File: src/source/fw_chain_pkg.sv
// Shared widths, field positions and encodings for the chain test block
// The chain is CFG_WORDS entries of 16 bits; CHAIN_BITS must equal CFG_WORDS * 16
// Payload fields assume the 24-bit command word of the software port
`default_nettype none

package fw_chain_pkg;

  // ----------------------------------------------------------------------
  // Sizes
  // ----------------------------------------------------------------------
  localparam int CFG_WORDS  = 16;             // Configuration array depth
  localparam int CHAIN_BITS = 256;            // Serial chain length
  localparam int DATA_WORDS = 8;              // 32-bit readback words

  localparam int ADDR_LSB = 16;               // Address field in the payload
  localparam int ADDR_MSB = 23;

  // Static word fields
  localparam int STATIC_PERIOD_LSB = 0;
  localparam int STATIC_PERIOD_MSB = 6;
  localparam int STATIC_SPS_BIT    = 7;       // super_pixel_sel

  // Execute payload fields
  localparam int EXE_DELAY_LSB    = 0;
  localparam int EXE_DELAY_MSB    = 6;
  localparam int EXE_SAMPLE_LSB   = 7;
  localparam int EXE_SAMPLE_MSB   = 13;
  localparam int EXE_LOOPBACK_BIT = 18;
  localparam int EXE_MASK_RST_BIT = 23;

  localparam int MIN_DELAY = 3;               // Smallest usable shift point

  // Status bit positions
  localparam int STS_RESET    = 0;
  localparam int STS_W_STATIC = 1;
  localparam int STS_R_STATIC = 2;
  localparam int STS_W_ARRAY  = 3;
  localparam int STS_R_ARRAY  = 4;
  localparam int STS_R_DATA   = 5;
  localparam int STS_EXECUTE  = 6;
  localparam int STS_DONE     = 12;
  localparam int STS_ERROR    = 31;

  typedef logic [23:0]           cmd_data_t;
  typedef logic [31:0]           rd_word_t;
  typedef logic [15:0]           cfg_word_t;
  typedef logic [7:0]            cfg_addr_t;
  typedef logic [6:0]            clk_period_t;
  typedef logic [CHAIN_BITS-1:0] chain_vec_t;
  typedef logic [8:0]            bit_cnt_t;   // Counts up to CHAIN_BITS inclusive

  typedef enum logic [2:0] {
    OP_W_STATIC       = 3'd0,
    OP_R_STATIC       = 3'd1,
    OP_W_ARRAY        = 3'd2,
    OP_R_ARRAY        = 3'd3,
    OP_R_DATA         = 3'd4,
    OP_W_STATUS_CLEAR = 3'd5,
    OP_W_EXECUTE      = 3'd6
  } op_t;

  typedef enum logic [2:0] {
    ST_IDLE      = 3'd0,
    ST_DELAY     = 3'd1,
    ST_RESET_NOT = 3'd2,
    ST_SHIFT     = 3'd3,
    ST_DONE      = 3'd4
  } chain_state_t;

endpackage

`default_nettype wire
File: src/source/fw_chain_top.sv
// Chain test block top level with the internal command and chain buses
// The command port takes one command at a time; responses cannot be stalled
// config_out is the only chip input and is sampled on the fast clock
`timescale 1ns/1ps
`default_nettype none

// ----------------------------------------------------------------------
// Command strobe bus, decoder to consumers
// ----------------------------------------------------------------------
interface cmd_if;
  import fw_chain_pkg::*;

  logic      strobe;                          // One cycle per command
  op_t       op;
  cmd_data_t payload;
  logic      busy;                            // Test running

  modport dec  (output strobe, op, payload, input busy);
  modport user (input strobe, op, payload, output busy);
endinterface

// Sequencer to shifter
interface chain_if;
  logic load;
  logic shift;
  logic capture;
  logic capture_bit;
  logic tx_bit;                               // Bit on config_in
  logic last_bit;

  modport seq  (output load, shift, capture, capture_bit, input tx_bit, last_bit);
  modport data (input load, shift, capture, capture_bit, output tx_bit, last_bit);
endinterface

module fw_chain_top (
  input  logic                    fw_axi_clk,
  input  logic                    op_code_w_reset,
  input  logic                    cmd_valid,
  output logic                    cmd_ready,
  input  fw_chain_pkg::op_t       cmd_op,
  input  fw_chain_pkg::cmd_data_t cmd_data,
  output logic                    rsp_valid,
  output fw_chain_pkg::rd_word_t  rsp_data,
  output fw_chain_pkg::rd_word_t  status_word,
  output logic                    super_pixel_sel,
  output logic                    config_clk,
  output logic                    reset_not,
  output logic                    config_in,
  output logic                    config_load,
  input  logic                    config_out
);
  import fw_chain_pkg::*;

  cmd_data_t   static_word;
  chain_vec_t  chain_image;
  rd_word_t    arr_pair;
  rd_word_t    data_word;
  clk_period_t clk_counter;
  logic        cfg_clk_raw;                   // Free running, gated at the pin
  logic        done;
  logic        error;

  cmd_if   cmd_bus ();
  chain_if chain_bus ();

  cmd_decoder u_dec (
    .fw_axi_clk, .op_code_w_reset,
    .cmd_valid, .cmd_ready, .cmd_op, .cmd_data,
    .arr_pair, .data_word, .static_word,
    .rsp_valid, .rsp_data,
    .cmd (cmd_bus.dec)
  );

  config_regs u_regs (
    .fw_axi_clk, .op_code_w_reset,
    .cmd (cmd_bus.user),
    .static_word, .chain_image, .arr_pair
  );

  config_clk_gen #(.CNT_WIDTH($bits(clk_period_t))) u_clk (
    .fw_axi_clk, .op_code_w_reset,
    .period      (static_word[STATIC_PERIOD_MSB:STATIC_PERIOD_LSB]),
    .clk_counter (clk_counter),
    .config_clk  (cfg_clk_raw)
  );

  chain_shifter u_shift (
    .fw_axi_clk, .op_code_w_reset,
    .chain (chain_bus.data),
    .chain_image,
    .cmd   (cmd_bus.user),
    .data_word
  );

  chain_test_fsm u_fsm (
    .fw_axi_clk, .op_code_w_reset,
    .cmd            (cmd_bus.user),
    .chain          (chain_bus.seq),
    .clk_counter,
    .period         (static_word[STATIC_PERIOD_MSB:STATIC_PERIOD_LSB]),
    .config_clk     (cfg_clk_raw),
    .sps_cfg        (static_word[STATIC_SPS_BIT]),
    .config_out,
    .super_pixel_sel,
    .config_clk_pin (config_clk),
    .reset_not, .config_in, .config_load,
    .done, .error
  );

  status_reg u_sts (
    .fw_axi_clk, .op_code_w_reset,
    .cmd (cmd_bus.user),
    .done, .error, .status_word
  );

endmodule

`default_nettype wire

File: src/source/status_reg.sv
// Sticky status word, cleared only by the status clear command
// STS_ERROR follows the setting check of the latest execute
`timescale 1ns/1ps
`default_nettype none

module status_reg (
  input  logic                   fw_axi_clk,
  input  logic                   op_code_w_reset,
  cmd_if.user                    cmd,
  input  logic                   done,
  input  logic                   error,
  output fw_chain_pkg::rd_word_t status_word
);
  import fw_chain_pkg::*;

  rd_word_t sts;
  logic     exe_d;                            // Execute strobe, one cycle late

  always_ff @(posedge fw_axi_clk) begin
    if (op_code_w_reset) begin
      sts   <= rd_word_t'(1) << STS_RESET;
      exe_d <= 1'b0;
    end else begin
      exe_d <= cmd.strobe && (cmd.op == OP_W_EXECUTE);
      if (cmd.strobe && (cmd.op == OP_W_STATUS_CLEAR)) begin
        sts <= '0;
      end else begin
        if (cmd.strobe) begin
          case (cmd.op)
            OP_W_STATIC:  sts[STS_W_STATIC] <= 1'b1;
            OP_R_STATIC:  sts[STS_R_STATIC] <= 1'b1;
            OP_W_ARRAY:   sts[STS_W_ARRAY]  <= 1'b1;
            OP_R_ARRAY:   sts[STS_R_ARRAY]  <= 1'b1;
            OP_R_DATA:    sts[STS_R_DATA]   <= 1'b1;
            OP_W_EXECUTE: sts[STS_EXECUTE]  <= 1'b1;
            default:      ;
          endcase
        end
        if (done) sts[STS_DONE] <= 1'b1;
        if (exe_d) sts[STS_ERROR] <= error;   // Error flag is valid by now
      end
    end
  end

  assign status_word = sts;

endmodule

`default_nettype wire

File: src/source/chain_test_fsm.sv
// Chain shift test sequencer and chip pin drive
// Settings outside MIN_DELAY..period flag an error and skip straight to done,
// since the shift point would never be reached
// All chip pins, reset_not included, sit at 0 while idle
`timescale 1ns/1ps
`default_nettype none

module chain_test_fsm (
  input  logic                      fw_axi_clk,
  input  logic                      op_code_w_reset,
  cmd_if.user                       cmd,
  chain_if.seq                      chain,
  input  fw_chain_pkg::clk_period_t clk_counter,
  input  fw_chain_pkg::clk_period_t period,
  input  logic                      config_clk,
  input  logic                      sps_cfg,
  input  logic                      config_out,
  output logic                      super_pixel_sel,
  output logic                      config_clk_pin,
  output logic                      reset_not,
  output logic                      config_in,
  output logic                      config_load,
  output logic                      done,
  output logic                      error
);
  import fw_chain_pkg::*;

  chain_state_t state;
  clk_period_t  delay_q;                      // Shift point in the period
  clk_period_t  sample_q;                     // Capture point in the period
  logic         loopback_q;
  logic         mask_q;                       // Suppress the chip reset pulse
  clk_period_t  exe_delay;
  logic         exe_start;
  logic         exe_err;
  logic         active;
  logic         at_delay;

  assign exe_start = cmd.strobe && (cmd.op == OP_W_EXECUTE) && (state == ST_IDLE);
  assign exe_delay = cmd.payload[EXE_DELAY_MSB:EXE_DELAY_LSB];
  assign exe_err   = (exe_delay < clk_period_t'(MIN_DELAY)) || (exe_delay > period);

  // ----------------------------------------------------------------------
  // Execute settings
  // ----------------------------------------------------------------------
  always_ff @(posedge fw_axi_clk) begin
    if (exe_start) begin
      delay_q    <= exe_delay;
      sample_q   <= cmd.payload[EXE_SAMPLE_MSB:EXE_SAMPLE_LSB];
      loopback_q <= cmd.payload[EXE_LOOPBACK_BIT];
      mask_q     <= cmd.payload[EXE_MASK_RST_BIT];
    end
  end

  always_ff @(posedge fw_axi_clk) begin
    if (op_code_w_reset) begin
      error <= 1'b0;
    end else if (exe_start) begin
      error <= exe_err;                       // Held until the next execute
    end
  end

  // ----------------------------------------------------------------------
  // Sequencer
  // ----------------------------------------------------------------------
  assign at_delay = (clk_counter == delay_q);

  always_ff @(posedge fw_axi_clk) begin
    if (op_code_w_reset) begin
      state <= ST_IDLE;
    end else begin
      case (state)
        ST_IDLE:      if (exe_start) state <= exe_err ? ST_DONE : ST_DELAY;
        ST_DELAY:     if (at_delay) state <= ST_RESET_NOT;  // Load issued here
        ST_RESET_NOT: if (at_delay) state <= ST_SHIFT;      // One full period
        ST_SHIFT:     if (chain.last_bit) state <= ST_DONE;
        ST_DONE:      state <= ST_IDLE;
        default:      state <= ST_IDLE;
      endcase
    end
  end

  // Shifter commands, nothing after the last shift
  assign chain.load    = (state == ST_DELAY) && at_delay;
  assign chain.shift   = (state == ST_SHIFT) && at_delay && !chain.last_bit;
  assign chain.capture = (state == ST_SHIFT) && (clk_counter == sample_q) &&
                         !chain.last_bit;
  assign chain.capture_bit = loopback_q ? config_in : config_out;

  // Chip pins
  assign active          = (state != ST_IDLE);
  assign super_pixel_sel = active && sps_cfg;
  assign config_clk_pin  = active && config_clk;
  assign reset_not       = active && !((state == ST_RESET_NOT) && !mask_q);
  assign config_in       = active && chain.tx_bit;
  assign config_load     = active && (state != ST_SHIFT);   // Low only while shifting

  assign done     = (state == ST_DONE);       // Single cycle
  assign cmd.busy = active;

endmodule

`default_nettype wire

File: src/source/chain_shifter.sv
// Outgoing chain register, shift counter and capture register
// Bits leave from bit 0 and enter at the top, so a clean loopback returns the image
// Readback words at DATA_WORDS and above read as zero
`timescale 1ns/1ps
`default_nettype none

module chain_shifter (
  input  logic                     fw_axi_clk,
  input  logic                     op_code_w_reset,
  chain_if.data                    chain,
  input  fw_chain_pkg::chain_vec_t chain_image,
  cmd_if.user                      cmd,
  output fw_chain_pkg::rd_word_t   data_word
);
  import fw_chain_pkg::*;

  localparam int WSEL_W = $clog2(DATA_WORDS);

  chain_vec_t        tx_sr;                   // Outgoing bits
  chain_vec_t        rx_sr;                   // Captured bits
  bit_cnt_t          bit_cnt;
  cfg_addr_t         addr;
  logic [WSEL_W-1:0] wsel;

  // ----------------------------------------------------------------------
  // Shift side
  // ----------------------------------------------------------------------
  always_ff @(posedge fw_axi_clk) begin
    if (op_code_w_reset) begin
      bit_cnt <= '0;
    end else if (chain.load) begin
      bit_cnt <= '0;
    end else if (chain.shift) begin
      bit_cnt <= bit_cnt + 1'b1;
    end
  end

  always_ff @(posedge fw_axi_clk) begin
    if (chain.load) begin
      tx_sr <= chain_image;
    end else if (chain.shift) begin
      tx_sr <= {1'b0, tx_sr[CHAIN_BITS-1:1]};  // Right shift, zero fill
    end
  end

  assign chain.tx_bit   = tx_sr[0];
  assign chain.last_bit = (bit_cnt == bit_cnt_t'(CHAIN_BITS));

  // Capture side
  always_ff @(posedge fw_axi_clk) begin
    if (chain.capture) begin
      rx_sr <= {chain.capture_bit, rx_sr[CHAIN_BITS-1:1]};
    end
  end

  // ----------------------------------------------------------------------
  // Readback word select
  // ----------------------------------------------------------------------
  assign addr = cmd.payload[ADDR_MSB:ADDR_LSB];
  assign wsel = addr[WSEL_W-1:0];

  always_comb begin
    if (addr < cfg_addr_t'(DATA_WORDS)) begin
      data_word = rx_sr[wsel*32 +: 32];
    end else begin
      data_word = '0;                         // Out of range
    end
  end

endmodule

`default_nettype wire

File: src/source/config_clk_gen.sv
// Configuration clock from a free running period counter
// One config_clk cycle spans period + 1 fast clock cycles
`timescale 1ns/1ps
`default_nettype none

module config_clk_gen #(
  parameter int CNT_WIDTH = 7
) (
  input  logic                 fw_axi_clk,
  input  logic                 op_code_w_reset,
  input  logic [CNT_WIDTH-1:0] period,
  output logic [CNT_WIDTH-1:0] clk_counter,
  output logic                 config_clk
);

  always_ff @(posedge fw_axi_clk) begin
    if (op_code_w_reset) begin
      clk_counter <= '0;
    end else if (clk_counter >= period) begin
      clk_counter <= '0;                      // Wrap, also catches a period lowered mid count
    end else begin
      clk_counter <= clk_counter + 1'b1;
    end
  end

  // High in the upper half of the count
  assign config_clk = (clk_counter > (period >> 1));

endmodule

`default_nettype wire

File: src/source/config_regs.sv
// Static configuration word and the configuration array behind the chain
// Array addresses wrap modulo CFG_WORDS, the paired read included
`timescale 1ns/1ps
`default_nettype none

module config_regs (
  input  logic                    fw_axi_clk,
  input  logic                    op_code_w_reset,
  cmd_if.user                     cmd,
  output fw_chain_pkg::cmd_data_t static_word,
  output fw_chain_pkg::chain_vec_t chain_image,
  output fw_chain_pkg::rd_word_t  arr_pair
);
  import fw_chain_pkg::*;

  localparam int AW = $clog2(CFG_WORDS);

  cfg_word_t       cfg_mem [CFG_WORDS];
  cfg_addr_t       addr;
  logic [AW-1:0]   idx;
  logic [AW-1:0]   idx_nxt;

  assign addr    = cmd.payload[ADDR_MSB:ADDR_LSB];
  assign idx     = addr[AW-1:0];              // Upper address bits ignored
  assign idx_nxt = idx + 1'b1;                // Wraps at CFG_WORDS

  // ----------------------------------------------------------------------
  // Writes
  // ----------------------------------------------------------------------
  always_ff @(posedge fw_axi_clk) begin
    if (op_code_w_reset) begin
      static_word <= '0;
      for (int i = 0; i < CFG_WORDS; i++) begin
        cfg_mem[i] <= '0;
      end
    end else if (cmd.strobe) begin
      if (cmd.op == OP_W_STATIC) begin
        static_word <= cmd.payload;
      end
      if (cmd.op == OP_W_ARRAY) begin
        cfg_mem[idx] <= cmd.payload[15:0];
      end
    end
  end

  // Paired read, next entry in the upper half
  assign arr_pair = {cfg_mem[idx_nxt], cfg_mem[idx]};

  // Flat chain image, entry 0 shifts out first
  always_comb begin
    for (int i = 0; i < CFG_WORDS; i++) begin
      chain_image[i*16 +: 16] = cfg_mem[i];
    end
  end

endmodule

`default_nettype wire

File: src/source/cmd_decoder.sv
// Command port front end: one command in flight per cycle, no response back-pressure
// Reads answer exactly two cycles after acceptance
// cmd_ready drops as soon as an execute is strobed and stays low while the test runs
`timescale 1ns/1ps
`default_nettype none

module cmd_decoder (
  input  logic                   fw_axi_clk,
  input  logic                   op_code_w_reset,
  input  logic                   cmd_valid,
  output logic                   cmd_ready,
  input  fw_chain_pkg::op_t      cmd_op,
  input  fw_chain_pkg::cmd_data_t cmd_data,
  input  fw_chain_pkg::rd_word_t arr_pair,
  input  fw_chain_pkg::rd_word_t data_word,
  input  fw_chain_pkg::cmd_data_t static_word,
  output logic                   rsp_valid,
  output fw_chain_pkg::rd_word_t rsp_data,
  cmd_if.dec                     cmd
);
  import fw_chain_pkg::*;

  logic accept;
  logic is_read;

  // Block the cycle of an execute strobe too, the FSM only goes busy one cycle later
  assign cmd_ready = !(cmd.busy || (cmd.strobe && (cmd.op == OP_W_EXECUTE)));
  assign accept    = cmd_valid && cmd_ready;
  assign is_read   = (cmd.op == OP_R_STATIC) || (cmd.op == OP_R_ARRAY) ||
                     (cmd.op == OP_R_DATA);

  // ----------------------------------------------------------------------
  // Command strobe
  // ----------------------------------------------------------------------
  always_ff @(posedge fw_axi_clk) begin
    if (op_code_w_reset) begin
      cmd.strobe <= 1'b0;
    end else begin
      cmd.strobe <= accept;                   // One cycle per accepted command
    end
  end

  always_ff @(posedge fw_axi_clk) begin
    if (accept) begin
      cmd.op      <= cmd_op;
      cmd.payload <= cmd_data;
    end
  end

  // Response register
  always_ff @(posedge fw_axi_clk) begin
    if (op_code_w_reset) begin
      rsp_valid <= 1'b0;
    end else begin
      rsp_valid <= cmd.strobe && is_read;
    end
  end

  always_ff @(posedge fw_axi_clk) begin
    if (cmd.strobe) begin
      case (cmd.op)
        OP_R_STATIC: rsp_data <= rd_word_t'(static_word);   // Zero padded
        OP_R_ARRAY:  rsp_data <= arr_pair;
        OP_R_DATA:   rsp_data <= data_word;
        default:     ;
      endcase
    end
  end

endmodule

`default_nettype wire

File: config.mk
export PLATFORM = sky130hd
export DESIGN_NAME = fw_chain_top
export DESIGN_NICKNAME = d
export VERILOG_FILES = /design/src/source/fw_chain_pkg.sv /design/src/source/fw_chain_top.sv /design/src/source/status_reg.sv /design/src/source/chain_test_fsm.sv /design/src/source/chain_shifter.sv /design/src/source/config_clk_gen.sv /design/src/source/config_regs.sv /design/src/source/cmd_decoder.sv
export SDC_FILE = /design/constraint.sdc
export NUM_CORES = 1
export LEC_CHECK = 0
export BUFFER_PORTS_ARGS = -buffer_cell sky130_fd_sc_hd__buf_4
export CORE_MARGIN = 3
export CORE_UTILIZATION = 35
export DETAILED_ROUTE_END_ITERATION = 12
export GPL_TIMING_DRIVEN = 1
export PLACE_DENSITY_LB_ADDON = 0.08
export SLEW_MARGIN = 20
export SYNTH_ARGS = -nofsm -noshare
export SYNTH_HDL_FRONTEND = slang
export SYNTH_SLANG_ARGS = --single-unit
File: constraint.sdc
create_clock -name fw_axi_clk -period 41.6 [get_ports fw_axi_clk]
set_clock_uncertainty 0.05 [all_clocks]
set_input_delay 10.4 -clock fw_axi_clk [delete_from_list [all_inputs] [get_ports fw_axi_clk]]
set_output_delay 10.4 -clock fw_axi_clk [all_outputs]
set_load 0.02 [all_outputs]
==> impl_metrics.py <==
metrics = {
    "detailed_routing": {
        "drt_iter0_markers": 2320,
        "routed_wl_microns": 119000,
        "vias": 21500,
        "wire_per_inst_microns": 29.8,
        "drc": 0,
        "viasPerCell": 5.37,
        "ant_nets": 0,
        "drt_first_pass_iters": 5,
    },
    "clock_tree": {
        "htreeDepth": 3,
        "cts_buffers": 102,
        "post_cts_resized": 0,
        "cts_max_path_buffers": 3,
        "root_buffer": "clkbuf_16",
        "postCtsSetupBuffers": 0,
        "ctsHoldBuffers": 0,
        "clk_pin_slew_ns": 0.06,
        "insertion_delay_ns": 0.69,
        "cts_num_sinks": 903,
        "cts_tree": "yes",
    },
    "worst_setup_path": {
        "worstSetupPathType": "flop to primary output",
        "worstPathArrival_ns": 2.48,
        "path_cells": "ha_1 -> a21o_1 -> a21o_1 -> o21bai_1 -> a21oi_1 -> buf_4",
        "cp_common_cell": "a21o_1",
        "cpPeakStageDelay_ns": 0.55,
        "crit_path_top_delay_cell": "dfxtp_1",
        "crit_buf_inv": 1,
        "cp-start-kind": "flop",
        "endpoint_kind": "primary output",
        "critPathRequiredTime_ns": 31.15,
        "path_max_fanout": 7,
        "critical-path-top-delay-family": "compound AO/OA/AOI/OAI gates",
    },
    "sta": {
        "min_period_over_period_pct": 31.1,
        "layout_setup_ws_ns": 28.67,
        "worstMarginPinSlew_ns": 1.17,
        "fmax_ghz": 0.0773,
        "fin_setup_tns_ns": 0,
        "slew_violations": 0,
        "final-hold-violation-count": 0,
        "relSlewSlack_pct": 22.2,
        "holdWs_ns": 0.391,
        "post-route-min-period_ns": 12.93,
        "setup_viol": 0,
        "rsz0062_at_grt": "no",
    },
    "yosys": {
        "yosysWarnings": 0,
        "avgSynthCellArea_sq_um": 17.2,
        "synth_edf_count": 843,
        "syn_inst": 2336,
        "synth_area_leader_cell": "edfxtp_1",
        "synth_flop_cell": "edfxtp_1",
        "synth_most_common_cell": "edfxtp_1",
        "synth_top_area_share_pct": 63.2,
        "synth_area_leaders": "edfxtp_1 (63%), mux4_2 (11%), mux2_2 (7.3%), and2_1 (3.7%), dfxtp_1 (3.0%)",
        "netlist_area_sq_um": 40100,
        "ys_types": 58,
        "ys_seq_area_share_pct": 66.2,
        "synth_seq_cells": 903,
        "async_flop_share_pct": 0,
        "synth_commonest_cells": "edfxtp_1 (843), mux2_2 (260), and2_1 (237)",
    },
    "pwr": {
        "power_density_nw_per_um2": 44.7,
        "leakagePower_nw": 15.2,
        "total_power_mw": 2.03,
        "ir_worst_vdd_v": 0.0000265,
    },
    "floorplanning": {
        "die_w_microns": 344,
        "core_sq_um": 113000,
        "dieArea_sq_um": 119000,
        "rows": 123,
        "start_util_pct": 35.4,
        "ioPinCount": 102,
        "die_h_microns": 344,
    },
    "placement": {
        "dp_hpwl_microns": 79300,
        "gp_congestion": 0.846,
        "dpl-instance-area_sq_um": 42100,
        "portBuffers": 78,
        "place_ws_ns": 28.79,
    },
    "grt": {
        "antenna_found_initial": 6,
        "grt_max_degree": 171,
        "grt_pass1_wl_microns": 168000,
        "first_global_vias": 21600,
        "grt_remaining_overflow": 0,
        "grt_usage_pct": 20.1,
    },
    "run_status": {
        "status": "finished, final reports clean",
    },
    "final_layout": {
        "syn_to_final_growth_pct": 13.2,
        "fillCellCount": 10200,
        "final_layout_size_suffix_gt1_share_pct": 31.4,
        "final_area_sq_um": 45400,
        "nNetsFinal": 2466,
    },
    "worst_hold_path": {
        "min_path_type": "flop to flop",
    },
    "flow_run": {
        "maxCapViolCount": 0,
    },
}
[worst reg2reg max path, stage by stage, from the launching register on]
cell and delay (ns):
edfxtp_1 0.50, inv_1 0.15, ha_4 0.77, buf_4 0.71, mux4_2 0.68, mux2i_1 0.48, o22ai_1 0.28, a211o_1 0.41
[worst paths after layout]
path              slack [ns]  cells after the start                 end             startpoint
setup / recovery       28.67                      6          config_clk   u_clk.clk_counter[4]
hold / removal          0.39                      0  u_shift.rx_sr[192]     u_shift.rx_sr[193]
setup reg to reg       37.30                      7  u_dec.rsp_data[22]  u_dec.cmd.payload[17]
hold reg to reg         0.39                      0  u_shift.rx_sr[192]     u_shift.rx_sr[193]
[kinds of logic (layout without fill, tap and decap cells)]
logic type	count (synthesis)	in the layout	synth area share (%)
DFF	903	903	66.2
other	1	26	0.00936
xor gates and xnor gates	30	30	0.674
adders and majority gates	27	27	0.843
AOI/OAI and AO/OA	145	145	2.28
muxes	542	542	20.3
and+or+nand+nor	494	494	7.21
buffers and inverters	194	330	2.47
[power breakdown]
part	leakage [nW]	switching, mW	internal (mW)
registers	8.43	0.0183	0.997
clock network	1.59	0.373	0.506
logic	5.13	0.0840	0.0502
[cell type report]
cell class / instances / area (sq um) / area share (%)
multi-input cells: 1261 / 12700 / 28.0
well taps: 1500 / 1880 / 4.14
inverters: 19 / 71.3 / 0.157
clock inverters: 62 / 483 / 1.06
repair buffers: 121 / 950 / 2.09
clock buffers: 128 / 2760 / 6.09
diodes: 3 / 7.51 / 0.0165
flip-flops and latches: 903 / 26500 / 58.5
[sequential cells by signal, summed over array words and instances, names as in the netlist, named ones only]
register	flops
u_dec.cmd.op	3
u_dec.cmd.strobe	1
u_fsm.state	3
u_sts.status_word	9
u_shift.rx_sr	256
u_regs.cfg_mem	256
u_fsm.loopback_q	1
u_fsm.mask_q	1
u_dec.rsp_data	32
u_shift.bit_cnt	9
u_sts.exe_d	1
u_fsm.error	1
u_fsm.delay_q	7
u_regs.static_word	24
u_dec.cmd.payload	24
u_shift.tx_sr	256
u_clk.clk_counter	7
u_fsm.sample_q	7
u_dec.rsp_valid	1
[per-stage QoR]
| stage | std cells | util (%) |
|---|---|---|
| after global routing | 3994 | 40.1 |
| after CTS | 3994 | 40.1 |
| final | 3997 | 40.1 |
| after global placement | 3804 | 37.2 |
| after floorplan | 2358 | - |
| after detailed placement | 3804 | 37.2 |
[cells in the final DEF (no fill, tap or decap), types with 16 or more instances in the layout]
cell / netlist / final
nand2_1: 86 / 86
dfxtp_1: 60 / 57
and2_1: 237 / 237
clkbuf_1: 48 / 17
conb_1: 1 / 23
or2_2: 20 / 19
mux2_2: 260 / 260
clkinv_2: 0 / 21
nor3_1: 18 / 16
edfxtp_1: 843 / 843
nor2_1: 50 / 48
mux2i_1: 90 / 90
clkinv_1: 1 / 23
o221ai_1: 16 / 16
ha_1: 27 / 26
xnor2_1: 28 / 28
a21oi_1: 70 / 70
o22ai_1: 16 / 16
inv_1: 18 / 18
mux4_2: 192 / 192
buf_4: 33 / 117
clkbuf_16: 0 / 104
[per-layer routing]
metal / vias up / global-route usage (%) / share of wire (%)
li1: 9203 / - / -
met1: 11300 / 29.1 / 45
met2: 794 / 30.8 / 45
met3: 169 / 3.36 / 6.3
met4: 2 / 6.73 / 3.6
met5: - / 0 / 0.011
(Power assumes the default switching activity.)
